File: config.mk
export PLATFORM = sky130hd
export DESIGN_NAME = seg7_scan
export DESIGN_NICKNAME = d
export VERILOG_FILES = /design/src/tenyr_params.svh /design/src/seg7_scan.sv
export SDC_FILE = /design/constraint.sdc
export NUM_CORES = 1
export LEC_CHECK = 0
export BUFFER_PORTS_ARGS = -buffer_cell sky130_fd_sc_hd__buf_4
export CORE_AREA = 4 4 53 55
export DETAILED_ROUTE_END_ITERATION = 8
export DIE_AREA = 0 0 57 59
export GPL_ROUTABILITY_DRIVEN = 0
export PLACE_DENSITY = 0.79
export SLEW_MARGIN = 40
export SYNTH_ARGS = -nofsm -noshare
export SYNTH_HDL_FRONTEND = slang
export SYNTH_SLANG_ARGS = --single-unit
File: constraint.sdc
create_clock -name clk_i -period 5.4 [get_ports clk_i]
set_input_delay 1.62 -clock clk_i [delete_from_list [all_inputs] [get_ports clk_i]]
set_output_delay 1.62 -clock clk_i [all_outputs]
set_load 0.02 [all_outputs]
File: src/tenyr_params.svh
`ifndef TENYR_PARAMS_SVH
`define TENYR_PARAMS_SVH

// all addresses are word addresses

// first word fetched after reset, also the base of the block RAM
`define RESET_VECTOR 32'h00001000

// main memory window
`define RAM_MATCH    `RESET_VECTOR
`define RAM_MASK     32'hfffff000

// two display registers at 0x100 and 0x101
`define SEG7_MATCH   32'h00000100
`define SEG7_MASK    32'hfffffffe

// 4096 words fill the RAM window
`define RAM_ABITS    12

// cycles per digit, kept short for simulation
`define SCAN_DIV     16

`endif

File: src/seg7_scan.sv
`timescale 1ns/1ps

module seg7_scan #(
    parameter int DIV = 16
) (
    input  logic        clk_i,
    input  logic        arst_n_i,
    input  logic [15:0] digits_i,
    input  logic [3:0]  dp_mask_i,
    input  logic        disp_en_i,
    output logic [7:0]  seg_o,
    output logic [3:0]  an_o
);
    localparam int CW = (DIV > 1) ? $clog2(DIV) : 1;

    logic [CW-1:0] div_cnt;
    logic [1:0]    digit_idx;
    logic [3:0]    nibble;
    logic [7:0]    seg_q;
    logic [3:0]    an_q;

    // active-low glyphs, bit 6 is g and bit 0 is a
    function automatic logic [6:0] hex_to_seg(input logic [3:0] hex);
        case (hex)
            4'h0: hex_to_seg = 7'h40;
            4'h1: hex_to_seg = 7'h79;
            4'h2: hex_to_seg = 7'h24;
            4'h3: hex_to_seg = 7'h30;
            4'h4: hex_to_seg = 7'h19;
            4'h5: hex_to_seg = 7'h12;
            4'h6: hex_to_seg = 7'h02;
            4'h7: hex_to_seg = 7'h78;
            4'h8: hex_to_seg = 7'h00;
            4'h9: hex_to_seg = 7'h10;
            4'ha: hex_to_seg = 7'h08;
            4'hb: hex_to_seg = 7'h03;
            4'hc: hex_to_seg = 7'h46;
            4'hd: hex_to_seg = 7'h21;
            4'he: hex_to_seg = 7'h06;
            default: hex_to_seg = 7'h0e;
        endcase
    endfunction

    ////////////////////////////////////////////////////////////
    // digit rotation, one step every DIV cycles

    always_ff @(posedge clk_i or negedge arst_n_i) begin
        if (!arst_n_i) begin
            div_cnt   <= '0;
            digit_idx <= '0;
        end else if (div_cnt == CW'(DIV - 1)) begin
            div_cnt   <= '0;
            digit_idx <= digit_idx + 2'd1;
        end else begin
            div_cnt <= div_cnt + 1'b1;
        end
    end

    assign nibble = digits_i[4*digit_idx +: 4];

    // anode and segments change together, all dark while disabled
    always_ff @(posedge clk_i or negedge arst_n_i) begin
        if (!arst_n_i) begin
            an_q  <= '1;
            seg_q <= '1;
        end else if (disp_en_i) begin
            an_q  <= ~(4'b0001 << digit_idx);
            seg_q <= {~dp_mask_i[digit_idx], hex_to_seg(nibble)};
        end else begin
            an_q  <= '1;
            seg_q <= '1;
        end
    end

    assign an_o  = an_q;
    assign seg_o = seg_q;

endmodule

# ---- After elaboration in Yosys (flattened, before gate mapping)
# Memories as Yosys holds them, arrays and structs flattened.
# Cells that the tools add are included.
dict set report word_totals {
  register_bits 18
  latchBits 0
  ram_bits 0
  rom_bits 112
  wordCells 18
  mem_count 1
}
dict set report op_classes {
  addsub 2
  n_mul 0
  div_mod_pow 0
  n_lt_le_gt_ge 1
  n_eq_ne 1
  shifts 2
  muxes 5
  n_bitwise 2
  n_reduce_logical 0
}
# name words word_bits rd rd_ports_with_merged_regs wr line
set mem_list {}
lappend mem_list {{(name not given)} 16 7 1 0 0 seg7_scan.sv:24} ;# case (hex)
# operator n
set op_table {}
lappend op_table {{$shiftx 16x5->4} 1}
lappend op_table {{$mux 4} 2}
lappend op_table {{$mux 8} 1}
lappend op_table {{$add 4x1->4 const B} 1}
lappend op_table {{$eq 4x4->1 const B} 1}
lappend op_table {{$not 4->4} 1}
lappend op_table {{$shl 1x2->4 const A} 1}
lappend op_table {{$lt 2x3->1 const B} 1}
lappend op_table {{$add 2x1->2 const B} 1}
lappend op_table {{$bmux 1 s2} 1}
lappend op_table {{$mux 1} 1}
lappend op_table {{$not 1->1} 1}

# ---- Longest topological paths before layout
dict set report logic_depth {
  depth_word 4
  mapped_depth 8
  depth_no_buf 7
}

# ---- Least setup slack after synthesis
# No wires, ideal clock.
dict set report synth_timing {
  path_kind {input-to-reg}
  from {input port digits_i[13]}
  to {register seg_q[6] (netlist: seg_o[6])}
  setup_time_ns 0.101
  arrival_ns 2.794
  required_ns 5.299
  slack_ns 2.505
  path_stages 5
  n_path_buf 0
  path_cell_list {mux4_2 ha_1 mux2_1 nand2_1 o311ai_1}
}
dict set report synth_via {
  elab_chain_cells 3
}
# item line
set synth_lines {}
lappend synth_lines {{start: declaration} seg7_scan.sv:8} ;# input logic [15:0] digits_i,
lappend synth_lines {{$shiftx 16x5->4} seg7_scan.sv:59} ;# assign nibble = digits_i[4*digit_idx +: 4];
lappend synth_lines {{$mem_v2 16x7} -}
lappend synth_lines {{$mux 8} seg7_scan.sv:66} ;# end else if (disp_en_i) begin
lappend synth_lines {{end signal: assignment} seg7_scan.sv:68} ;# seg_q <= {~dp_mask_i[digit_idx], hex_to_seg(nibble)};
lappend synth_lines {{end: declaration} seg7_scan.sv:19} ;# logic [7:0] seg_q;
# Every way passes these cells.
# A chain may end at the register's enable or synchronous reset.

# ---- Worst setup path in the final report
dict set report layout_timing {
  from {input port digits_i[13]}
  to {register seg_q[3] (netlist: seg_o[3])}
}
# The elaborated chain is that of the path after synthesis.

==> run metrics <==
run status completed; number of distinct standard cells referenced by the synthesized netlist 27; Sw Share 23.1%; reg2reg setup slack about 3.2 ns; Worst setup startpoint digits_i[13]; Core Footprint 2390 µm²; DR iter-0 viols 28; number of inserted filler cells in the final layout 221; residual overflow from global routing 0; max incr delay on CP 0.54 ns; clock input transition at the sequential cells of the worst setup and hold paths 0.10 ns; residual DRC count 0; area overhead of the layout relative to synthesis 28.9%; per-instance average area after synthesis 12.5 µm²; maximum net fanout on the critical path 6; depth of the worst hold-timing path 1; max-slew violations 0; clock buffer count from CTS 3; cell-internal power 211 µW; first-pass GRT wire length 3330 µm; dominant combinational cell family by area after synthesis multiplexers; simple-gate portion of the synthesized area 7.95%; part of the total power dissipated in sequential elements between 50% and 60%; net switching power 63.2 µW; die area 3360 µm²; hold bufs inserted after CTS 0; source of the worst register-to-register timing path digit_idx[0]$_DFFE_PN0N_; initial antenna violation count 0; worst vdd rail ir drop 0.000157 V; path category of the worst min-delay check flop to flop; critical path capture point type flop; wire length after detailed routing between 1500 and 2000 µm; final layout net count around 150; Die H 59 µm; synthesized instance count 82; final number of setup-violating endpoints 0; cell occurring most often along the worst timing path sky130_fd_sc_hd__inv_1; residual antenna-violating net count after detailed routing 0; Post-CTS Setup Bufs 0; cell area after technology mapping 1020 µm²; max-cap violations 0; clock latency on the worst-skew pair 0.29 ns; crit share post-route 53.5%; pwr/cell area between 200 and 250 nW/µm²; Worst setup SP type input pin; detailed-router iteration count before antenna repair 4; post-detailed-route via-to-cell ratio slightly below 5; Logic pwr share a little under a fifth; family of cells with the greatest summed delay on the critical path multiplexers; proportion of layout cells with a drive suffix above 1 47.4%; antenna diode count 0; Post-Syn Nets 116; worst-case clock skew 0.0105 ns; FP Rows 18; Post-Synth Adder-Cell Area between 10% and 20%; overall power consumption 274 µW; starting utilization of the core area 42.9%; share of the synthesized netlist area taken by xor and xnor gates between 1.5 and 2%; mean routed wirelength per cell 12.8 µm; port buffer count 34; number of cell instances on the worst register-to-register path 7; Final min period 2.89 ns; total area of multi-input combinational cells about 500 µm²; endpoints failing hold 0; RSZ-0062 raised after global routing false; Levels on crit path 8; maximum level of the CTS H-tree 1; FF/Latch Area 465 µm²; Clock Path Buffers 2; die width 57 µm; number of top-level pins 35; Compound-Gate Fraction of Synth Area 7.95%; Critical Path, Cell by Cell buf_4 -> mux4_2 -> inv_1 -> ha_1 -> inv_1 -> mux2i_1 -> nor3b_1 -> a31oi_1; total track usage 12.8%; master cell of the clock root buffer sky130_fd_sc_hd__clkbuf_4; critical path buffer and inverter count 3; capturing point of the worst reg2reg path seg_o[3]$_DFF_PN1_; sequential cell area fraction in the yosys report 45.5%; fraction of power consumed by the clock network 28.5%; worst hold start div_cnt[0]$_DFF_PN0_; sink of the worst hold path div_cnt[0]$_DFF_PN0_; synthesis-stage register bit count 18; yosys warns 0; CTS tree built; slew of the pin with the lowest slew margin 0.416 ns; number of global-route vias before repair about 770; Area after DPL between 1000 and 1500 µm²; final std cell area, no fill about 1300 µm²; Crit path required time 5.60 ns; via count 721; maximum number of pins on one net before global-route repair 19; critical path type input pin to flop; cts repair resizes 0; portion of netlist area occupied by mux cells around 18%; library cell contributing the largest single delay on the critical path sky130_fd_sc_hd__mux4_2; worst slew margin relative to its limit 72.2%; Arr. time, crit path 3.09 ns; setup_tns 0 ns; count of clock tree sinks 18; highest attainable clock frequency ~0.35 GHz; Static Leakage between 0.6 and 0.7 nW
==> kinds of logic (layout without fill, tap and decap cells) <==
group	Yosys count	count (layout)
flops	18	18
simple gates	17	17
compound gates	12	12
fa+ha+maj	11	11
mux	11	11
buf+inv	11	45
xor+xnor	2	2
==> cells in the mapped netlist (all sizes together) <==
library cell  instances  area, µm²
o22ai                 1       6.26
mux2                  3       33.8
ha                   11        138
dfstp                12        315
xor2                  1       8.76
inv                   7       26.3
nor3b                 1       7.51
buf                   3       30.0
a31oi                 2       12.5
and3                  1       6.26
a21oi                 1       5.00
xnor2                 1       8.76
o311ai                3       26.3
nand2b                2       12.5
o221ai                1       8.76
o211ai                1       7.51
o21ai                 3       15.0
clkbuf                1       3.75
mux4                  5        116
nand3                 5       25.0
mux2i                 3       30.0
nand2                 8       30.0
dfrtp                 6        150
==> how the worst max path moves through the flow <==
stage                              end
finish              seg_o[3]$_DFF_PN1_
global route        seg_o[3]$_DFF_PN1_
CTS                 seg_o[3]$_DFF_PN1_
detailed placement  seg_o[3]$_DFF_PN1_
global placement    seg_o[3]$_DFF_PN1_
floorplan           seg_o[6]$_DFF_PN1_
==> flip-flops by register name, indices dropped and copies added (netlist names) <==
signal / cells
an_o: 4
digit_idx: 2
div_cnt: 4
seg_o: 8
==> final cells by class <==
class | count | area share, %
flip-flops and latches | 18 | 35.3
multi-input cells | 53 | 37.8
clock buffers | 4 | 2.75
inverters | 7 | 1.99
repair buffers | 34 | 19.4
well taps | 30 | 2.85
==> metal layers <==
metal / wire length [µm] / GRT usage, %
met5: 0 / 0
met3: 147 / 2.40
met4: 0 / 4.97
met1: 760 / 15.7
met2: 955 / 22.2
==> stage by stage <==
step	hold WS [ns]	std cells	setup WS, ns	util (%)
finish	0.512	146	2.51	55.2
global route	0.533	146	2.37	55.2
CTS	0.508	146	2.51	55.2
detailed placement	0.495	142	2.21	53.7
global placement	0.468	142	2.32	53.7
floorplan	0.449	82	2.50	-
==> power by group through the flow <==
stage	combinational (mW)	clock (mW)	sequential, mW
floorplan	0.0199	0	0.154
global placement	0.0497	0	0.147
detailed placement	0.0517	0	0.147
CTS	0.0517	0.0813	0.145
global route	0.0564	0.0905	0.145
finish	0.0510	0.0782	0.145
==> cell usage in the layout (no fill, tap or decap), types with 2 or more instances in the layout <==
cell type,count
sky130_fd_sc_hd__buf_4,34
sky130_fd_sc_hd__dfstp_2,12
sky130_fd_sc_hd__ha_1,11
sky130_fd_sc_hd__nand2_1,8
sky130_fd_sc_hd__inv_1,7
sky130_fd_sc_hd__dfrtp_1,6
sky130_fd_sc_hd__nand3_1,5
sky130_fd_sc_hd__mux4_2,4
sky130_fd_sc_hd__o311ai_1,3
sky130_fd_sc_hd__mux2i_1,3
sky130_fd_sc_hd__clkbuf_4,3
sky130_fd_sc_hd__a31oi_1,2
sky130_fd_sc_hd__mux2_1,2
sky130_fd_sc_hd__nand2b_1,2
sky130_fd_sc_hd__o21ai_0,2
Note: power is estimated with default switching activity, not from simulation.
