<file path="config.mk">
export PLATFORM = sky130hd
export DESIGN_NAME = seg7_regs
export DESIGN_NICKNAME = d
export VERILOG_FILES = /design/src/tenyr_params.svh /design/src/tenyr_pkg.sv /design/src/seg7_regs.sv
export SDC_FILE = /design/constraint.sdc
export NUM_CORES = 1
export LEC_CHECK = 0
export BUFFER_PORTS_ARGS = -buffer_cell sky130_fd_sc_hd__clkbuf_2
export CAP_MARGIN = 5
export CELL_PAD_IN_SITES_DETAIL_PLACEMENT = 1
export CELL_PAD_IN_SITES_GLOBAL_PLACEMENT = 1
export CORE_MARGIN = 8
export CORE_UTILIZATION = 31
export DETAILED_ROUTE_END_ITERATION = 10
export PLACE_DENSITY_LB_ADDON = 0.1
export SYNTH_ARGS = -nofsm -noshare
export SYNTH_HDL_FRONTEND = slang
export SYNTH_SLANG_ARGS = --single-unit
</file>
<file path="constraint.sdc">
create_clock -name clk_i -period 2.8 [get_ports clk_i]
set_input_delay 0.56 -clock clk_i [delete_from_list [all_inputs] [get_ports clk_i]]
set_output_delay 0.56 -clock clk_i [all_outputs]
set_load 0.02 [all_outputs]
</file>
<file path="src/tenyr_params.svh">
`ifndef TENYR_PARAMS_SVH
`define TENYR_PARAMS_SVH

// all addresses are word addresses

// first word fetched after reset, also the base of the block RAM
`define RESET_VECTOR 32'h00001000

// main memory window
`define RAM_MATCH    `RESET_VECTOR
`define RAM_MASK     32'hfffff000

// two display registers at 0x100 and 0x101
`define SEG7_MATCH   32'h00000100
`define SEG7_MASK    32'hfffffffe

// 4096 words fill the RAM window
`define RAM_ABITS    12

// cycles per digit, kept short for simulation
`define SCAN_DIV     16

`endif

</file>
<file path="src/tenyr_pkg.sv">
package tenyr_pkg;

    // one bus word carries both addresses and data
    typedef logic [31:0] word_t;

    // bit n enables byte lane n of a word
    typedef logic [3:0] sel_t;

    // slave slots behind the data bus decoder
    localparam int NUM_SLAVES = 2;

    typedef enum int unsigned {
        SLV_RAM  = 0,
        SLV_SEG7 = 1
    } slave_e;

    // bytes per bus word
    localparam int WORD_BYTES = $bits(sel_t);

endpackage

</file>
<file path="src/seg7_regs.sv">
`timescale 1ns/1ps

module seg7_regs (
    input  logic             clk_i,
    input  logic             arst_n_i,
    input  logic             stb_i,
    input  logic             we_i,
    input  tenyr_pkg::sel_t  sel_i,
    input  tenyr_pkg::word_t adr_i,
    input  tenyr_pkg::word_t dat_i,
    output tenyr_pkg::word_t dat_o,
    output logic             ack_o,
    output logic [15:0]      digits_o,
    output logic [3:0]       dp_mask_o,
    output logic             disp_en_o
);
    import tenyr_pkg::*;

    logic [15:0] digits_q;
    logic [3:0]  dp_mask_q;
    logic        disp_en_q;
    logic        ack_q;
    logic        access;
    word_t       rd_q;

    assign access = stb_i & ~ack_q;

    // reg 0 holds four hex digits, reg 1 holds dp mask and enable
    always_ff @(posedge clk_i or negedge arst_n_i) begin
        if (!arst_n_i) begin
            digits_q  <= '0;
            dp_mask_q <= '0;
            disp_en_q <= 1'b0;
            ack_q     <= 1'b0;
        end else begin
            ack_q <= access;
            if (access && we_i) begin
                if (!adr_i[0]) begin
                    if (sel_i[0]) begin
                        digits_q[7:0] <= dat_i[7:0];
                    end
                    if (sel_i[1]) begin
                        digits_q[15:8] <= dat_i[15:8];
                    end
                end else if (sel_i[0]) begin
                    disp_en_q <= dat_i[0];
                    dp_mask_q <= dat_i[7:4];
                end
            end
        end
    end

    // readback, unused bits come back as zero
    always_ff @(posedge clk_i) begin
        if (access) begin
            rd_q <= adr_i[0] ? {24'h0, dp_mask_q, 3'b000, disp_en_q} : {16'h0, digits_q};
        end
    end

    assign dat_o     = rd_q;
    assign ack_o     = ack_q;
    assign digits_o  = digits_q;
    assign dp_mask_o = dp_mask_q;
    assign disp_en_o = disp_en_q;

endmodule

</file>
Word-level counts from Yosys, hierarchy flattened
Index checks and enable logic that the tools add are counted.
Widths: inputs -> output; s select.
{"block": "word_totals", "ff_bits": 54, "in_bits": 72, "output_inout_bits": 54, "elab_cells": 15}
{"block": "op_classes", "mux": 1, "bitwise_logic": 3, "reduce_logical": 4}
{"op": "$reduce_and 3->1", "count": 3}
{"op": "$mux 8", "count": 1}
{"op": "$not 1->1", "count": 2}
{"op": "$and 1x1->1", "count": 1}
{"op": "$logic_and 1x1->1", "count": 1}

Logic depth before layout (Yosys ltp)
Gate-level depths: netlist (run 1).
{"block": "depth", "depth_word": 4, "mapped_depth": 4, "ltp_nobuf": 4}

Worst setup path after synthesis (run 1)
Ideal clock, no wire load.
{"block": "synth_path", "path_kind": "register to register", "startpoint": "register ack_q, in the netlist ack_o", "endpoint": "register disp_en_q, in the netlist disp_en_o", "setup_ns": 0.125, "arrival_time_ns": 1.604, "required_time_ns": 2.675, "slack_ns": 1.071, "path_stages_with_launch": 5, "n_path_buf": 0, "synth_period_minus_slack_ns": 1.729, "path_cell_list": "dfrtp_1 -> nand2b_4 -> inv_1 -> nand4_1 -> mux2_2"}
{"block": "synth_between", "elab_chain_len": 4}
{"item": "from (decl)", "line": "seg7_regs.sv:22", "source": "logic ack_q;"}
{"item": "from (signal assigned)", "line": "seg7_regs.sv:36", "source": "ack_q <= access;"}
{"item": "$not 1->1", "line": "seg7_regs.sv:26", "source": "assign access = stb_i & ~ack_q;"}
{"item": "$and 1x1->1", "line": "seg7_regs.sv:26"}
{"item": "net access", "line": "seg7_regs.sv:23", "source": "logic access;"}
{"item": "$logic_and 1x1->1", "line": "seg7_regs.sv:37", "source": "if (access && we_i) begin"}
{"item": "$reduce_and 3->1 (no line)"}
{"item": "to (signal assigned)", "line": "seg7_regs.sv:46", "source": "disp_en_q <= dat_i[0];"}
{"item": "to (decl)", "line": "seg7_regs.sv:21", "source": "logic disp_en_q;"}
The timed path passes the listed nets, and every way through them passes these cells.
A chain may end at the register's enable or synchronous reset.

Final worst setup path (run 1)
{"block": "layout_path", "startpoint": "input port adr_i[0]", "endpoint": "register digits_q[3], in the netlist digits_o[3]"}
{"block": "layout_between", "elab_chain_len": 2}
{"item": "from (decl)", "line": "seg7_regs.sv:9", "source": "input tenyr_pkg::word_t adr_i,"}
{"item": "$not 1->1 (no line)"}
{"item": "$reduce_and 3->1 (no line)"}
{"item": "to (signal assigned)", "line": "seg7_regs.sv:40", "source": "digits_q[7:0] <= dat_i[7:0];"}
{"item": "to (decl)", "line": "seg7_regs.sv:19", "source": "logic [15:0] digits_q;"}
No other way between the ends.

==> flow_summary.json, run 1 <==
{
  "maxSlewViolCount": 0,
  "critical_path_class": "primary input to flip-flop",
  "ys_seq_area_frac": 0.646,
  "dieArea_um2": 7700,
  "r2r_start": "ack_o",
  "cts.repair.resized": 0,
  "syn_area_um2": 1600,
  "routed-via-count": 946,
  "syn_to_final_growth_pct": 24.9,
  "coreArea_um2": 5040,
  "layout_commonest_cell": "clkbuf_2",
  "hold_path.class": "primary input to asynchronous set/reset pin",
  "critPathCaptureType": "flip-flop",
  "drc": 0,
  "startpoint_type": "primary input",
  "fin_cells": 237,
  "cp.required_ps": 2960,
  "hold_viol": 0,
  "num_rows": 26,
  "worstReg2RegEnd": "digits_o[3]",
  "dp_hpwl_um": 2900,
  "final_nets": 238,
  "design_area_um2": 1990,
  "multi_input_area_um2": 482,
  "start_util": 0.316,
  "p_per_area_nw_per_um2": 756,
  "tns_ps": 0,
  "clockRootBuffer": "clkbuf_8",
  "die_h_um": 87.7,
  "clockBufferDepth": 2,
  "wl_per_cell_um": 15.5,
  "ios": 126,
  "p_leak_nw": 0.936,
  "yosysWarnings": 0,
  "postCtsSetupRepairBufs": 0,
  "clk_latency_ps": 280,
  "dpl_cell_area_um2": 1910,
  "cp_data_arrival_time_ps": 1820,
  "antenna-diode-count": 0,
  "cts_max_level": 2,
  "via_per_inst": 3.99,
  "critPathMaxStageDelay_ps": 540,
  "syn_inst": 101,
  "routed_wl_um": 3660,
  "crit_slowest_cell": "nor3_4",
  "reg2regPathDepth": 3,
  "fillers": 576,
  "dp_cells": 229,
  "setup_violations": 0,
  "avgSynthCellArea_um2": 15.8,
  "overflow": 0,
  "worstPathMaxFanout": 19,
  "grt_pass1_vias": 1060,
  "drtPass1Iterations": 4,
  "synth_cell_type_count": 13,
  "period_needed_ps": 1650,
  "drt-initial-drc-count": 10,
  "relSlewSlack": 0.617,
  "cts_sinks": 38,
  "final_util": 0.395,
  "outcome": "completed",
  "cts-buffers-inserted": 5,
  "final_cell_mix": "clkbuf_2 (60), mux2_2 (26), dfrtp_1 (22)",
  "ys_ff_latch": 38,
  "seqCellArea_um2": 1030,
  "tightestPinTransition_ps": 575,
  "skew_ps": 2.89,
  "hold_buffers": 0,
  "ant_nets": 0,
  "grtUsageTotal": 0.0994,
  "finalCritPeriodShare": 0.590,
  "grt_pass1_wl_um": 5620,
  "cp_cell_sequence": "clkbuf_2 -> nor3_4 -> mux2_2",
  "clkTransAtPathRegs_ps": 70,
  "ir_worst_vdd_uv": 301,
  "grt_setup_unrepaired": "false",
  "grt_max_degree": 23,
  "crit_buf_inv": 1,
  "gp_congestion": 0.658,
  "antenna_found_initial": 0,
  "die_x_um": 87.7,
  "cap_violations": 0,
  "fmax_ghz": 0.605,
  "numPortBuffers": 60,
  "cts_tree": "built",
  "crit_family": "simple AND/OR/NAND/NOR gates",
  "ff2ff_setup_slack_ps": 1320,
  "drive_gt1_frac": 0.575
}
power by group:
group          switching (mW)  internal [mW]  total (mW)  leakage [nW]
clock                   0.175          0.171       0.346        0.0426
sequential             0.0573          0.696       0.753         0.424
combinational           0.247          0.163       0.409         0.469
total                   0.479           1.03        1.51         0.936
state kept, by name, indices dropped and copies added, names as in the netlist:
name       flops
digits_o      16
dat_o         16
disp_en_o      1
ack_o          1
dp_mask_o      4
through the flow:
stage	total power, mW	setup WS, ps	hold WS, ps
final	1.51	1150	261
after global routing	1.59	1030	299
after CTS	1.54	1090	270
after detailed placement	1.19	785	519
after global placement	1.17	852	507
after floorplan	1.04	1070	264
Yosys cell counts:
cell / instances / area [um2]
nand2b_4: 1 / 13.8
dfrtp_1: 22 / 551
conb_1: 1 / 3.75
buf_4: 16 / 120
nor3_4: 2 / 32.5
nand4_1: 1 / 6.26
nand2_1: 2 / 7.51
mux2_2: 26 / 293
clkbuf_1: 1 / 3.75
inv_1: 1 / 3.75
buf_6: 1 / 11.3
edfxtp_1: 16 / 480
nor2b_1: 11 / 68.8
layout make-up:
type,instances,area share
inverter,1,0.00188
tap,70,0.0439
multi-input combinational,59,0.242
clock buffer,6,0.0364
clock inverter,2,0.00439
sequential,38,0.517
timing repair buffer,61,0.154
routing by layer:
layer  global-route usage  up-vias  wire (um)
li1                     -      448          -
met1                0.102      450       1400
met2                0.168       42       1860
met3               0.0535        6        348
met4               0.0328        0         46
met5                    0        -          0
worst max path at each step:
stage	start	endpoint	depth (start not counted)
4_1_cts	adr_i[0]	dp_mask_o[2]	3
2_1_floorplan	ack_o	disp_en_o	4
5_1_grt	adr_i[0]	dp_mask_o[2]	3
3_3_place_gp	adr_i[0]	digits_o[3]	3
3_5_place_dp	adr_i[0]	dp_mask_o[2]	3
6_report	adr_i[0]	digits_o[3]	3
worst reg2reg max path: stages (launching register included):
cell,delay (ps)
dfrtp_1,380
nand2b_4,170
nor3_4,430
mux2_2,400
cells by family (layout without fill, tap and decap cells):
group	Yosys count	after routing	share of synthesized area
flops	38	38	0.646
mux	26	26	0.184
buf+inv	19	70	0.0871
simple gates	17	17	0.0808
other cells	1	16	0.00235
Power figures use the tool's default switching activity.
==> run 2, diff against run 1 <==
--- a/config.mk
+++ b/config.mk
@@ -10,7 +10,7 @@
 export CELL_PAD_IN_SITES_DETAIL_PLACEMENT = 1
 export CELL_PAD_IN_SITES_GLOBAL_PLACEMENT = 1
 export CORE_MARGIN = 8
-export CORE_UTILIZATION = 31
+export CORE_UTILIZATION = 26
 export DETAILED_ROUTE_END_ITERATION = 10
 export PLACE_DENSITY_LB_ADDON = 0.1
 export SYNTH_ARGS = -nofsm -noshare
==> constraint.sdc (replaced) <==
create_clock -name clk_i -period 1.5 [get_ports clk_i]
set_input_delay 0.3 -clock clk_i [delete_from_list [all_inputs] [get_ports clk_i]]
set_output_delay 0.3 -clock clk_i [all_outputs]
set_load 0.02 [all_outputs]
==> run 2 against run 1 <==
- the run now ends with negative hold slack left
- via count increased by 4.9%
- sequential cell count unchanged
- sequential share of layout area decreased by 1.9 points
- critical path depth increased by 1
- sequential power increased by 89%
- design area increased by 4.0%
- die area increased by 16%
- worst setup slack got worse by 1100 ps
- routed wire length increased by 4.1%
- worst hold slack got worse by 270 ps
- largest cell class unchanged
- largest power group unchanged
==> flow_summary.json, run 2 (synthesized netlist as in run 1, its figures left out) <==
{
  "cp.required_ps": 1670,
  "final_nets": 244,
  "clockBufferDepth": 2,
  "crit_family": "flip-flops",
  "routed-via-count": 992,
  "die_x_um": 94.3,
  "grt_pass1_wl_um": 5770,
  "reg2regPathDepth": 4,
  "final_cell_mix": "clkbuf_2 (60), mux2_2 (26), dfrtp_1 (21)",
  "hold_viol": 22,
  "skew_ps": 2.20,
  "maxSlewViolCount": 0,
  "relSlewSlack": 0.628,
  "sw_frac_of_total": 0.314,
  "power.switching_mw": 0.905,
  "grtUsageTotal": 0.0874,
  "internal_power_mw": 1.98,
  "coreArea_um2": 5920,
  "multi_input_area_um2": 482,
  "start_util": 0.269,
  "worstPathMaxFanout": 5,
  "setup_violations": 0,
  "grt_max_degree": 23,
  "cts-buffers-inserted": 5,
  "design_area_um2": 2070,
  "clkTransAtPathRegs_ps": 70,
  "crit_slowest_cell": "dfrtp_2",
  "overflow": 0,
  "cp_data_arrival_time_ps": 1610,
  "hold_buffers": 0,
  "clockRootBuffer": "clkbuf_8",
  "wl_per_cell_um": 15.4,
  "fmax_ghz": 0.697,
  "seqCellArea_um2": 1030,
  "drtPass1Iterations": 2,
  "grt_pass1_vias": 1128,
  "critPathCaptureType": "flip-flop",
  "via_per_inst": 4.00,
  "cts_sinks": 38,
  "cts_tree": "built",
  "seqPwrFrac": 0.491,
  "ios": 126,
  "dpl_cell_area_um2": 1970,
  "antenna-diode-count": 0,
  "die_h_um": 94.3,
  "ant_nets": 0,
  "crit_buf_inv": 1,
  "dp_hpwl_um": 3060,
  "final_util": 0.350,
  "numPortBuffers": 60,
  "worst-path-stages": 4,
  "p_per_area_nw_per_um2": 1390,
  "dieArea_um2": 8900,
  "hold_path.class": "primary input to asynchronous set/reset pin",
  "clk_latency_ps": 280,
  "whs_ps": -5.36,
  "drive_gt1_frac": 0.607,
  "num_rows": 28,
  "combinationalPowerShare": 0.266,
  "outcome": "complete, but fails checks",
  "critical_path_class": "flip-flop to flip-flop",
  "gp_congestion": 0.677,
  "finalWorstSetupSlack_ps": 64.5,
  "tightestPinTransition_ps": 558,
  "grt_setup_unrepaired": "false",
  "total_power_mw": 2.89,
  "cts_max_level": 2,
  "power.share.clock": 0.243,
  "finalCritPeriodShare": 0.957,
  "syn_to_final_growth_pct": 29.9,
  "critPathMaxStageDelay_ps": 410,
  "layout_commonest_cell": "clkbuf_2",
  "fillers": 660,
  "startpoint_type": "flip-flop",
  "cap_violations": 0,
  "antenna_found_initial": 0,
  "drt-initial-drc-count": 24,
  "drc": 0,
  "routed_wl_um": 3810,
  "ir_worst_vdd_uv": 418,
  "p_leak_nw": 0.966,
  "dp_slack_ps": -4.95,
  "violations": "negative hold slack",
  "cp_cell_sequence": "nand2b_4 -> nor3_4 -> buf_4 -> mux2_2",
  "period_needed_ps": 1440
}
==> run 2: changes by cell type in the layout (fill, tap and decap cells not counted) <==
| cell | previous run | this run |
|---|---|---|
| dfrtp_1 | 22 | 21 |
| dfrtp_2 | 0 | 1 |
| clkinvlp_4 | 0 | 1 |
| buf_12 | 0 | 1 |
| buf_4 | 1 | 6 |
| inv_1 | 1 | 0 |
| clkinv_1 | 1 | 0 |
| clkbuf_8 | 5 | 6 |
==> run 2: per-layer routing <==
metal  up-vias  GRT usage  routed length, um
li1        462          -                  -
met4         0     0.0476                 78
met1       479     0.0975               1550
met2        45      0.144               1900
met3         6     0.0302                292
met5         -          0                  0
==> run 2: repair_timing <==
action	in CTS	in global routing
endpoints found under the hold margin	0	0
setup buffers	1	0
endpoints found under the setup margin	5	0
gates resized for setup	0	0
==> run 2: cell type report <==
cell class | count | share of cell area
Inverter | 1 | 0.00362
Tap cell | 75 | 0.0453
Clock buffer | 7 | 0.0417
Clock inverter | 1 | 0.00242
Timing Repair Buffer | 67 | 0.176
Multi-Input combinational cell | 59 | 0.232
Sequential cell | 38 | 0.498
==> run 2: worst paths after layout <==
kind,start,to,slack (ps)
worst max-delay path,ack_o,digits_o[5],60
worst min-delay path,arst_n_i,dp_mask_o[2],-5
worst max register to register,ack_o,digits_o[5],60
worst min register to register,digits_o[14],digits_o[14],530
max in group asynchronous,arst_n_i,ack_o,1110
min in group clk_i,dat_i[8],digits_o[8],250
==> run 2: power by group through the flow <==
stage | logic (mW) | clock network [mW] | registers [mW]
after floorplan | 0.290 | 0 | 1.66
after global placement | 0.777 | 0 | 1.43
after detailed placement | 0.787 | 0 | 1.44
after CTS | 0.791 | 0.737 | 1.42
after global routing | 0.823 | 0.766 | 1.45
final | 0.769 | 0.700 | 1.42
==> run 2: stage by stage <==
step                cells  TNS, ps
detailed placement    239    -6.74
finish                248        0
floorplan             116     -544
global placement      239        0
CTS                   248        0
global route          248        0
