`src/tenyr_params.svh`:
```
`ifndef TENYR_PARAMS_SVH
`define TENYR_PARAMS_SVH

// all addresses are word addresses

// first word fetched after reset, also the base of the block RAM
`define RESET_VECTOR 32'h00001000

// main memory window
`define RAM_MATCH    `RESET_VECTOR
`define RAM_MASK     32'hfffff000

// two display registers at 0x100 and 0x101
`define SEG7_MATCH   32'h00000100
`define SEG7_MASK    32'hfffffffe

// 4096 words fill the RAM window
`define RAM_ABITS    12

// cycles per digit, kept short for simulation
`define SCAN_DIV     16

`endif

```
`src/tenyr_pkg.sv`:
```
package tenyr_pkg;

    // one bus word carries both addresses and data
    typedef logic [31:0] word_t;

    // bit n enables byte lane n of a word
    typedef logic [3:0] sel_t;

    // slave slots behind the data bus decoder
    localparam int NUM_SLAVES = 2;

    typedef enum int unsigned {
        SLV_RAM  = 0,
        SLV_SEG7 = 1
    } slave_e;

    // bytes per bus word
    localparam int WORD_BYTES = $bits(sel_t);

endpackage

```
`src/wb_mux.sv`:
```
`timescale 1ns/1ps
`include "tenyr_params.svh"

module wb_mux #(
    parameter tenyr_pkg::word_t MATCH_ADDR [tenyr_pkg::NUM_SLAVES] = '{
        tenyr_pkg::SLV_RAM:  `RAM_MATCH,
        tenyr_pkg::SLV_SEG7: `SEG7_MATCH
    },
    parameter tenyr_pkg::word_t MATCH_MASK [tenyr_pkg::NUM_SLAVES] = '{
        tenyr_pkg::SLV_RAM:  `RAM_MASK,
        tenyr_pkg::SLV_SEG7: `SEG7_MASK
    }
) (
    input  logic             clk_i,
    input  logic             arst_n_i,
    // master side
    input  tenyr_pkg::word_t wbm_adr_i,
    input  tenyr_pkg::word_t wbm_dat_i,
    input  logic             wbm_we_i,
    input  tenyr_pkg::sel_t  wbm_sel_i,
    input  logic             wbm_stb_i,
    input  logic             wbm_cyc_i,
    output tenyr_pkg::word_t wbm_dat_o,
    output logic             wbm_ack_o,
    output logic             wbm_err_o,
    // request lines shared by all slaves
    output tenyr_pkg::word_t wbs_adr_o,
    output tenyr_pkg::word_t wbs_dat_o,
    output logic             wbs_we_o,
    output tenyr_pkg::sel_t  wbs_sel_o,
    // per-slave lines
    output logic             wbs_stb_o [tenyr_pkg::NUM_SLAVES],
    input  logic             wbs_ack_i [tenyr_pkg::NUM_SLAVES],
    input  tenyr_pkg::word_t wbs_dat_i [tenyr_pkg::NUM_SLAVES]
);
    import tenyr_pkg::*;

    logic [NUM_SLAVES-1:0] hit;
    logic [NUM_SLAVES-1:0] grant;
    logic                  unmapped;
    logic                  err_q;

    ////////////////////////////////////////////////////////////
    // address decode

    always_comb begin
        for (int i = 0; i < NUM_SLAVES; i++) begin
            hit[i] = (wbm_adr_i & MATCH_MASK[i]) == MATCH_ADDR[i];
        end
    end

    // isolate the lowest set bit, so the lower index wins on overlap
    assign grant = hit & (~hit + 1'b1);

    assign unmapped = wbm_stb_i & wbm_cyc_i & ~|hit;

    ////////////////////////////////////////////////////////////
    // request fan-out

    assign wbs_adr_o = wbm_adr_i;
    assign wbs_dat_o = wbm_dat_i;
    assign wbs_we_o  = wbm_we_i;
    assign wbs_sel_o = wbm_sel_i;

    always_comb begin
        for (int i = 0; i < NUM_SLAVES; i++) begin
            wbs_stb_o[i] = grant[i] & wbm_stb_i & wbm_cyc_i;
        end
    end

    ////////////////////////////////////////////////////////////
    // response path

    // only the granted slave ever acks, so its data is taken as is
    always_comb begin
        wbm_ack_o = 1'b0;
        wbm_dat_o = '0;
        for (int i = 0; i < NUM_SLAVES; i++) begin
            if (wbs_ack_i[i]) begin
                wbm_ack_o = 1'b1;
                wbm_dat_o = wbs_dat_i[i];
            end
        end
    end

    // unmapped access: one-cycle err pulse, read data stays zero
    always_ff @(posedge clk_i or negedge arst_n_i) begin
        if (!arst_n_i) begin
            err_q <= 1'b0;
        end else begin
            err_q <= unmapped & ~err_q;
        end
    end

    assign wbm_err_o = err_q;

endmodule

```
`config.mk`:
```
export PLATFORM = sky130hd
export DESIGN_NAME = wb_mux
export DESIGN_NICKNAME = d
export VERILOG_FILES = /design/src/tenyr_pkg.sv /design/src/wb_mux.sv
export VERILOG_INCLUDE_DIRS = /design/src
export SDC_FILE = /design/constraint.sdc
export NUM_CORES = 1
export LEC_CHECK = 0
export BUFFER_PORTS_ARGS = -buffer_cell sky130_fd_sc_hd__buf_2
export CORE_AREA = 2 2 95 97
export DETAILED_ROUTE_END_ITERATION = 10
export DIE_AREA = 0 0 97 99
export PLACE_DENSITY = 0.5
export SYNTH_ARGS = -nofsm -noshare
export SYNTH_HDL_FRONTEND = slang
export SYNTH_SLANG_ARGS = --single-unit
```
`constraint.sdc`:
```
create_clock -name clk_i -period 2.8 [get_ports clk_i]
set_clock_uncertainty 0.05 [all_clocks]
set_input_delay 0.42 -clock clk_i [delete_from_list [all_inputs] [get_ports clk_i]]
set_output_delay 0.42 -clock clk_i [all_outputs]
set_load 0.01 [all_outputs]
```
== Word level (Yosys, flattened, before mapping) ==
Index checks and enable logic that the tools add are counted.
Word-level totals
  output and inout port bits: 105
  word-level logic and storage cells: 20
  bits in registers: 1
Cells by class
  equality and inequality tests: 2
  mux-type cells: 4
  add/subtract/negate cells: 1
  reduce and logical (&&, ||, !) cells: 2
  bitwise logic cells: 10
Operators with widths (number)
  two-way mux 32 bit: 2
  == test 31 x 8 -> 1 bit, second input constant: 1
  == test 20 x 1 -> 1 bit, second input constant: 1
  AND 1 bit: 7
  adder 2 x 1 -> 2 bit, second input constant: 1
  AND 2 bit: 1
  two-way mux 1 bit: 2
  inverter 2 bit: 1
  OR reduction 2 bit: 1
  logical NOT 1 bit: 1
  inverter 1 bit: 1

== Logic depth before layout (Yosys ltp) ==
Gate-level depths: netlist of run 1.
  depth in word-level cells: 6
  mapped depth: 4
  depth with buffers taken out: 3

== Worst setup path before layout of run 1 ==
OpenSTA, ideal clock, no wires.
  kind: input to output
  from: in wbm_adr_i[29]
  to: out wbs_stb_o[1] (netlist bit)
  path buffers: 0
  data required time: 2.330 ns
  arrival time: 1.286 ns
  stages: 2
  slack: 1.044 ns
  cells stage by stage: or3_1 > nor4_1
RTL lines
  start: declaration: line wb_mux.sv:17  | input tenyr_pkg::word_t wbm_adr_i,
  end: declaration: line wb_mux.sv:32  | output logic wbs_stb_o [tenyr_pkg::NUM_SLAVES],

==> key figures, run 1 <==
Critical path
  – Reg2reg start: wbm_err_o
  – Top delay family on crit path: simple AND/OR/NAND/NOR gates
  – Setup crit end kind: primary output
  – CP Max Fanout: 3
  – Flop2flop setup slack: about 2.1 ns
  – Worst path arrival time: roughly 1.6 ns
  – Critical Path Max Stage Delay: 0.37 ns
  – CP max stage cell: nor4_2
  – CP Launch Point: wbm_adr_i[13]
  – Sum of buffers and inverters on the critical path: 2
  – Critical path type: input pin to primary output
  – Crit path cell chain: buf_2, nor4_2, nand4_1, nor4_2, buf_2
  – Crit path launch type: input pin
  – Worst endpoint required time: ~2.3 ns

Power and ir drop
  – Pwr Density: approximately 170 nW/um^2
  – Total power: 0.239 mW
  – Maximum vdd drop: 52.1 uV
  – Leakage: ~0.84 nW

Cells and area
  – Synth-to-layout area growth: 44.5%
  – FF/Latch Area: 25.0 sq um
  – Inserted Diodes: 0
  – Layout cells sized above 1: 0.776
  – # fillers: 982
  – Area of the multi-input gates: approximately 410 sq um
  – Largest register FFs: 1
  – # nets final: between 300 and 400

Route
  – Post-DR wirelength/cell: 11.6 microns
  – Drt first-iter violations: 34
  – Final ANT Viol Nets: 0
  – DRC viols: 0
  – Routed WL: about 3800 microns
  – Vias per cell: about 3.9
  – Vias: between 1,000 and 1,500
  – DRT Pass-1 Iters: 4

Global routing
  – First-pass GRT wire length: between 5000 and 6000 microns
  – Antenna violations before repair: 0
  – Largest net degree at the start of global routing: 35
  – Global route overflow: 0
  – Vias in the first global route: around 1,200
  – Total GRT Usage: 0.0684

Timing
  – RSZ-0062 raised after global routing: false
  – Fin crit share: 0.751
  – Fmax: ~0.48 GHz
  – Min cycle time layout: around 2.1 ns
  – Max-slew violation count: 0
  – Total negative slack: 0 ns
  – Setup Viol. Count Final: 0
  – Final Hold Viols: 0
  – Tightest Pin Transition: 0.375 ns
  – Max-slew headroom: 0.747

Placed design
  – Placer Congestion: about 0.74
  – Post-DP HPWL: approximately 3500 microns
  – Buffers on Ports: 167

Clocking
  – CTS Hold Bufs: 0
  – Clock Latency Late Sink: 0 ns
  – Post-CTS Setup Bufs: 0
  – Clock-pin slew on the worst setup and hold paths: 0 ns
  – Post-CTS sizing: 0

Logic synthesis
  – Sequential area share after synthesis: 0.0254
  – Synth top area share: 0.525
  – Gate Count Post-Synth: between 100 and 150
  – Syn avg cell area: 7.58 sq um
  – Netlist Area Pre-Place: around 990 sq um
  – Area contributors post-synth: buf_4 53%, a22o_1 28%, nor4_1 3.8%, dfrtp_1 2.5%, nor4_2 2.5%
  – Number of synthesis warnings: 0
  – Synth unique cells: 19
  – Yosys reg bits: 1
  – Mapped Nets: around 270
  – Cell taking the most area after synthesis: buf_4

Floorplan
  – Core area: ~8600 sq um
  – Die X: 97 microns
  – Top Ports: roughly 240
  – Row cnt: 34
  – DIE HEIGHT: a little under 100 microns
  – Die area: ~9600 sq um
  – Initial core utilization: 0.115

Run status
  – Outcome: finished, final reports clean

Run
  – Maxcap violations: 0

Min path
  – Hold Path Class: input pin to async pin
[power by group]
group / switching (mW) / internal (mW) / leakage, nW
sequential: 0.000432 / 0.0155 / 0.0131
combinational: 0.104 / 0.118 / 0.831
clock: 0 / 0 / 0
total: 0.105 / 0.134 / 0.844
[synth_stat cells]
cell and instances:
buf_4 69, a22o_1 31, nor4_1 6, buf_2 4, clkbuf_1 3, nand2_1 3
nor4_2 2, a31oi_1 1, dfrtp_1 1, inv_1 1, nand3_1 1, nand4_1 1
nor2_1 1, nor2b_1 1, nor4b_1 1, o21ai_0 1, o31a_1 1, or2_2 1
or3_1 1
[layout make-up]
type / instances / area share
multi-input combinational: 52 / 0.288
timing repair buffer: 169 / 0.597
inverter: 1 / 0.00263
sequential: 1 / 0.0176
tap: 108 / 0.0948
[metal layers]
layer  global-route usage  vias to the layer above  routed length, microns
met5                    0                        -                       0
met4               0.0184                        0                      96
met3               0.0149                       14                     542
met2                0.146                      136                    2050
met1               0.0642                      562                    1150
li1                     -                      593                       -
[worst register-to-register path, delay by kind of cell, from the launching register on]
family           cells  cell delay (ns)
AND/OR/NAND/NOR      1             0.11
flip-flops           1             0.36
AO/OA/AOI/OAI        1             0.14
[layout by cell type, fill, tap and decap left out]
master,Yosys,final
nor4_1,6,6
o21ai_0,1,1
nand3_1,1,1
nor4b_1,1,1
buf_2,4,167
dfrtp_1,1,1
nand4_1,1,1
nor2_1,1,1
or3_1,1,1
inv_1,1,1
a31oi_1,1,1
nor4_2,2,2
or2_2,1,1
nor2b_2,0,1
a22o_1,31,31
o31a_1,1,1
nand2_1,3,3
buf_4,69,2
[metrics by stage]
stage | setup slack [ns] | instance area, sq um | instances | hold slack (ns) | util
after floorplan | 1.04 | 986 | 130 | 0.0744 | -
after global placement | 0.668 | 1430 | 331 | 0.145 | 0.167
after detailed placement | 0.653 | 1430 | 331 | 0.152 | 0.167
after CTS | 0.653 | 1430 | 331 | 0.153 | 0.167
after global routing | 0.623 | 1430 | 331 | 0.155 | 0.167
final | 0.697 | 1430 | 331 | 0.150 | 0.167
[path summary, 6_finish.rpt]
| check | endpoint | depth (start not counted) |
|---|---|---|
| setup / recovery | wbs_stb_o[0] | 5 |
| hold / removal | wbm_err_o | 1 |
| setup reg to reg | wbm_err_o | 2 |
| hold reg to reg | wbm_err_o | 2 |
| max in group asynchronous | wbm_err_o | 1 |
| min in group clk_i | wbm_err_o | 2 |
[cells by family after synthesis]
logic type / share of synthesized area
simple gates: 0.118
flops: 0.0254
buf+inv: 0.561
compound gates: 0.296
No activity file was read; power rests on OpenSTA's default activity.
==> run 2, diff against run 1 <==
--- a/config.mk
+++ b/config.mk
@@ -6,11 +6,12 @@
 export SDC_FILE = /design/constraint.sdc
 export NUM_CORES = 1
 export LEC_CHECK = 0
+export ABC_AREA = 1
 export BUFFER_PORTS_ARGS = -buffer_cell sky130_fd_sc_hd__buf_2
-export CORE_AREA = 2 2 95 97
+export CORE_AREA = 2 2 96 98
 export DETAILED_ROUTE_END_ITERATION = 10
-export DIE_AREA = 0 0 97 99
-export PLACE_DENSITY = 0.5
+export DIE_AREA = 0 0 98 100
+export PLACE_DENSITY = 0.55
 export SYNTH_ARGS = -nofsm -noshare
 export SYNTH_HDL_FRONTEND = slang
 export SYNTH_SLANG_ARGS = --single-unit
==> constraint.sdc (replaced) <==
create_clock -name clk_i -period 1.8 [get_ports clk_i]
set_clock_uncertainty 0.05 [all_clocks]
set_input_delay 0.27 -clock clk_i [delete_from_list [all_inputs] [get_ports clk_i]]
set_output_delay 0.27 -clock clk_i [all_outputs]
set_load 0.01 [all_outputs]
==> run 2 against run 1 <==
- global-route usage increased by 2.5 points
- synthesized area rose by 29%
- worst hold slack better by 0.31 ns
- combinational power increased by 75%
- sequential cell count unchanged
- final cell count rose by 33%
- synthesized cell count is 83% higher
- design area rose by 20%
- critical path type unchanged
- critical endpoint unchanged
==> key figures, run 2 <==
Cells and area
  – FF/Latch Area: 25.0 sq um (unchanged)
  – Fin util: 0.193 (+0.0259)
  – Area of the multi-input gates: 629 sq um (+53%)
  – Layout cells sized above 1: 0.546 (-0.230)
  – Inserted Diodes: 0 (unchanged)
  – # nets final: 469 (+29%)
  – Commonest non-fill, non-tap cell in the layout: buf_2
  – Synth-to-layout area growth: 34.5%
  – # fillers: 1,062 (+8.1%)
  – Largest register FFs: 1 (unchanged)
  – Most frequent cells in the layout: 167 x buf_2, 74 x nand2_1, 37 x nand3_1, 23 x nor2_1, 10 x inv_1

Logic synthesis
  – Sequential area share after synthesis: 0.0197 (-0.00572)
  – Ys flop type: dfrtp_1
  – Netlist Area Pre-Place: 1270 sq um (+29%)
  – Asr flop ratio synth: 1.00 (unchanged)
  – Largest family of logic cells by synthesized area: simple AND/OR/NAND/NOR gates
  – Post-synth EDFFs: 0 (unchanged)
  – Synth Area in Adders: 0 (unchanged)
  – Syn avg cell area: 5.35 sq um (-30%)
  – Mapped Nets: 377 (+40%)
  – Synth unique cells: 16 (-3)
  – Cell taking the most area after synthesis: buf_4
  – Yosys reg bits: 1 (unchanged)
  – Gate Count Post-Synth: 238 (+83%)
  – Post-Synth XOR/XNOR Area: 0 (unchanged)
  – Post-synthesis mux area share: 0 (unchanged)
  – Synth Area in Compound Gates: 0 (-0.296)
  – Most common cell in the netlist: nand2_1
  – Simple-gate share of the synthesized area: 0.495 (+0.377)
  – List of most frequent post-synthesis cells: 74 x nand2_1, 69 x buf_4, 37 x nand3_1
  – Synth top area share: 0.407 (-0.118)
  – Number of synthesis warnings: 0 (unchanged)
  – Area contributors post-synth: buf_4 41%, nand2_1 22%, nand3_1 15%, nor2_1 6.8%, buf_2 4.3%

Floorplan
  – Die X: 98 microns (+1.0%)
  – Row cnt: 35 (+2.9%)
  – Die area: 9800 sq um (+2.1%)
  – DIE HEIGHT: 100 microns (+1.0%)
  – Core area: 8890 sq um (+4.0%)
  – Top Ports: 244 (unchanged)
  – Initial core utilization: 0.143 (+0.0278)

Critical path
  – Crit path launch type: input pin
  – Setup crit end: wbs_stb_o[0]
  – Setup crit end kind: primary output
  – Worst-case reg-to-reg path depth: 3 (+1)
  – Worst endpoint required time: 1.48 ns (-0.85 ns)
  – Worst path arrival time: 1.14 ns (-0.49 ns)
  – Flop2flop setup slack: 1.07 ns (-1.01 ns)
  – RR Endpoint: wbm_err_o
  – CP Launch Point: wbm_adr_i[29]
  – Critical path type: input pin to primary output
  – CP Max Fanout: 2 (-1)
  – Reg2reg start: wbm_err_o

Global routing
  – First-pass GRT wire length: 7550 microns (+34%)
  – Largest net degree at the start of global routing: 34 (-2.9%)
  – Vias in the first global route: 1,619 (+34%)
  – Global route overflow: 0 (unchanged)
  – Total GRT Usage: 0.0935 (+0.0251)
  – Antenna violations before repair: 0 (unchanged)

Power and ir drop
  – Leakage: 1.12 nW (+32%)
  – Maximum vdd drop: 89.4 uV (+72%)
  – Pwr Density: 243 nW/um^2 (+45%)

Run
  – Maxcap violations: 0 (unchanged)

Route
  – DRC viols: 0 (unchanged)
  – DRT Pass-1 Iters: 4 (unchanged)
  – Final ANT Viol Nets: 0 (unchanged)
  – Vias per cell: 3.97 (+0.59%)
  – Drt first-iter violations: 22 (-35%)
  – Post-DR wirelength/cell: 12.1 microns (+4.7%)
  – Vias: 1,741 (+33%)
  – Routed WL: 5330 microns (+39%)

Placed design
  – Post-DP HPWL: 4800 microns (+38%)
  – Placer Congestion: 0.794 (+7.5%)
  – Buffers on Ports: 167 (unchanged)

Timing
  – Fmax: 0.683 GHz
  – RSZ-0062 raised after global routing: false
  – Total negative slack: 0 ns (unchanged)
  – Max-slew headroom: 0.678 (-0.0696)
  – Setup Viol. Count Final: 0 (unchanged)
  – Final Hold Viols: 0 (unchanged)
  – Tightest Pin Transition: 0.483 ns (+0.107 ns)
  – Min cycle time layout: 1.46 ns
  – Fin crit share: 0.814
  – Max-slew violation count: 0 (unchanged)

Clocking
  – Clock Latency Late Sink: 0 ns (unchanged)
  – Clock-pin slew on the worst setup and hold paths: 0 ns (unchanged)
  – Post-CTS Setup Bufs: 0 (unchanged)

Min path
  – Hold Path Class: register to register

Run status
  – Outcome: finished, final reports clean
==> run 2: changes by cell type after synthesis, moves of 2 or more <==
| cell | before | now |
|---|---|---|
| nand2_1 | 3 | 74 |
| nand3_1 | 1 | 37 |
| a22o_1 | 31 | 0 |
| nor2_1 | 1 | 23 |
| inv_1 | 1 | 10 |
| buf_2 | 4 | 11 |
| nor4_1 | 6 | 0 |
| clkbuf_1 | 3 | 0 |
| nand2_2 | 0 | 3 |
| inv_2 | 0 | 2 |
| nor2_2 | 0 | 2 |
| nor4_2 | 2 | 0 |
==> run 2: worst min-delay path by stage <==
stage / from / end / slack, ns / cells after the start
after floorplan: arst_n_i / wbm_err_o / -0.08 / 0
after global routing: wbm_dat_i[24] / wbs_dat_o[24] / 0.49 / 0
after detailed placement: arst_n_i / wbm_err_o / -0.004 / 1
final: wbm_err_o / wbm_err_o / 0.46 / 3
after global placement: arst_n_i / wbm_err_o / -0.003 / 1
after CTS: wbm_err_o / wbm_err_o / 0.46 / 3
==> run 2: layout make-up <==
cell class,instances,area share
Timing Repair Buffer,170,0.510
Multi-Input combinational cell,145,0.368
Tap cell,111,0.0811
Inverter,12,0.0263
Sequential cell,1,0.0146
==> run 2: worst max-delay path, stage by stage <==
cell and delay [ns]:
buf_2 0.11, nor2_2 0.13, nand2_2 0.06, nor3_1 0.24, nand3_1 0.10, nor2_1 0.09, buf_2 0.14
==> run 2: cell families after synthesis <==
family,after synthesis
buf+inv,92
flops,1
simple gates,145
==> run 2: power breakdown <==
part           switching [mW]  internal, mW
Clock                       0             0
Combinational           0.208         0.182
Sequential           0.000605        0.0241
Total                   0.209         0.207
==> run 2: timing repair <==
item / in CTS / in global routing
hold buffers: 1 / 0
hold endpoints to repair: 1 / 0
gates resized for setup: 0 / 0
==> run 2: metrics by stage <==
stage	std cells	power (mW)	area, sq um	hold slack [ns]	worst slack, ns
2_1_floorplan	238	0.323	1270	-0.0756	0.603
3_3_place_gp	438	0.417	1700	-0.00338	0.333
3_5_place_dp	438	0.418	1700	-0.00436	0.327
4_1_cts	439	0.422	1710	0.464	0.323
5_1_grt	439	0.455	1710	0.490	0.187
6_report	439	0.415	1710	0.464	0.335
==> run 2: per-layer routing <==
| metal | vias up | global-route usage | wire [microns] |
|---|---|---|---|
| met4 | 0 | 0.00107 | 4 |
| met1 | 736 | 0.0867 | 1750 |
| li1 | 845 | - | - |
| met2 | 158 | 0.211 | 2930 |
| met5 | - | 0 | 0 |
| met3 | 2 | 0.0223 | 642 |
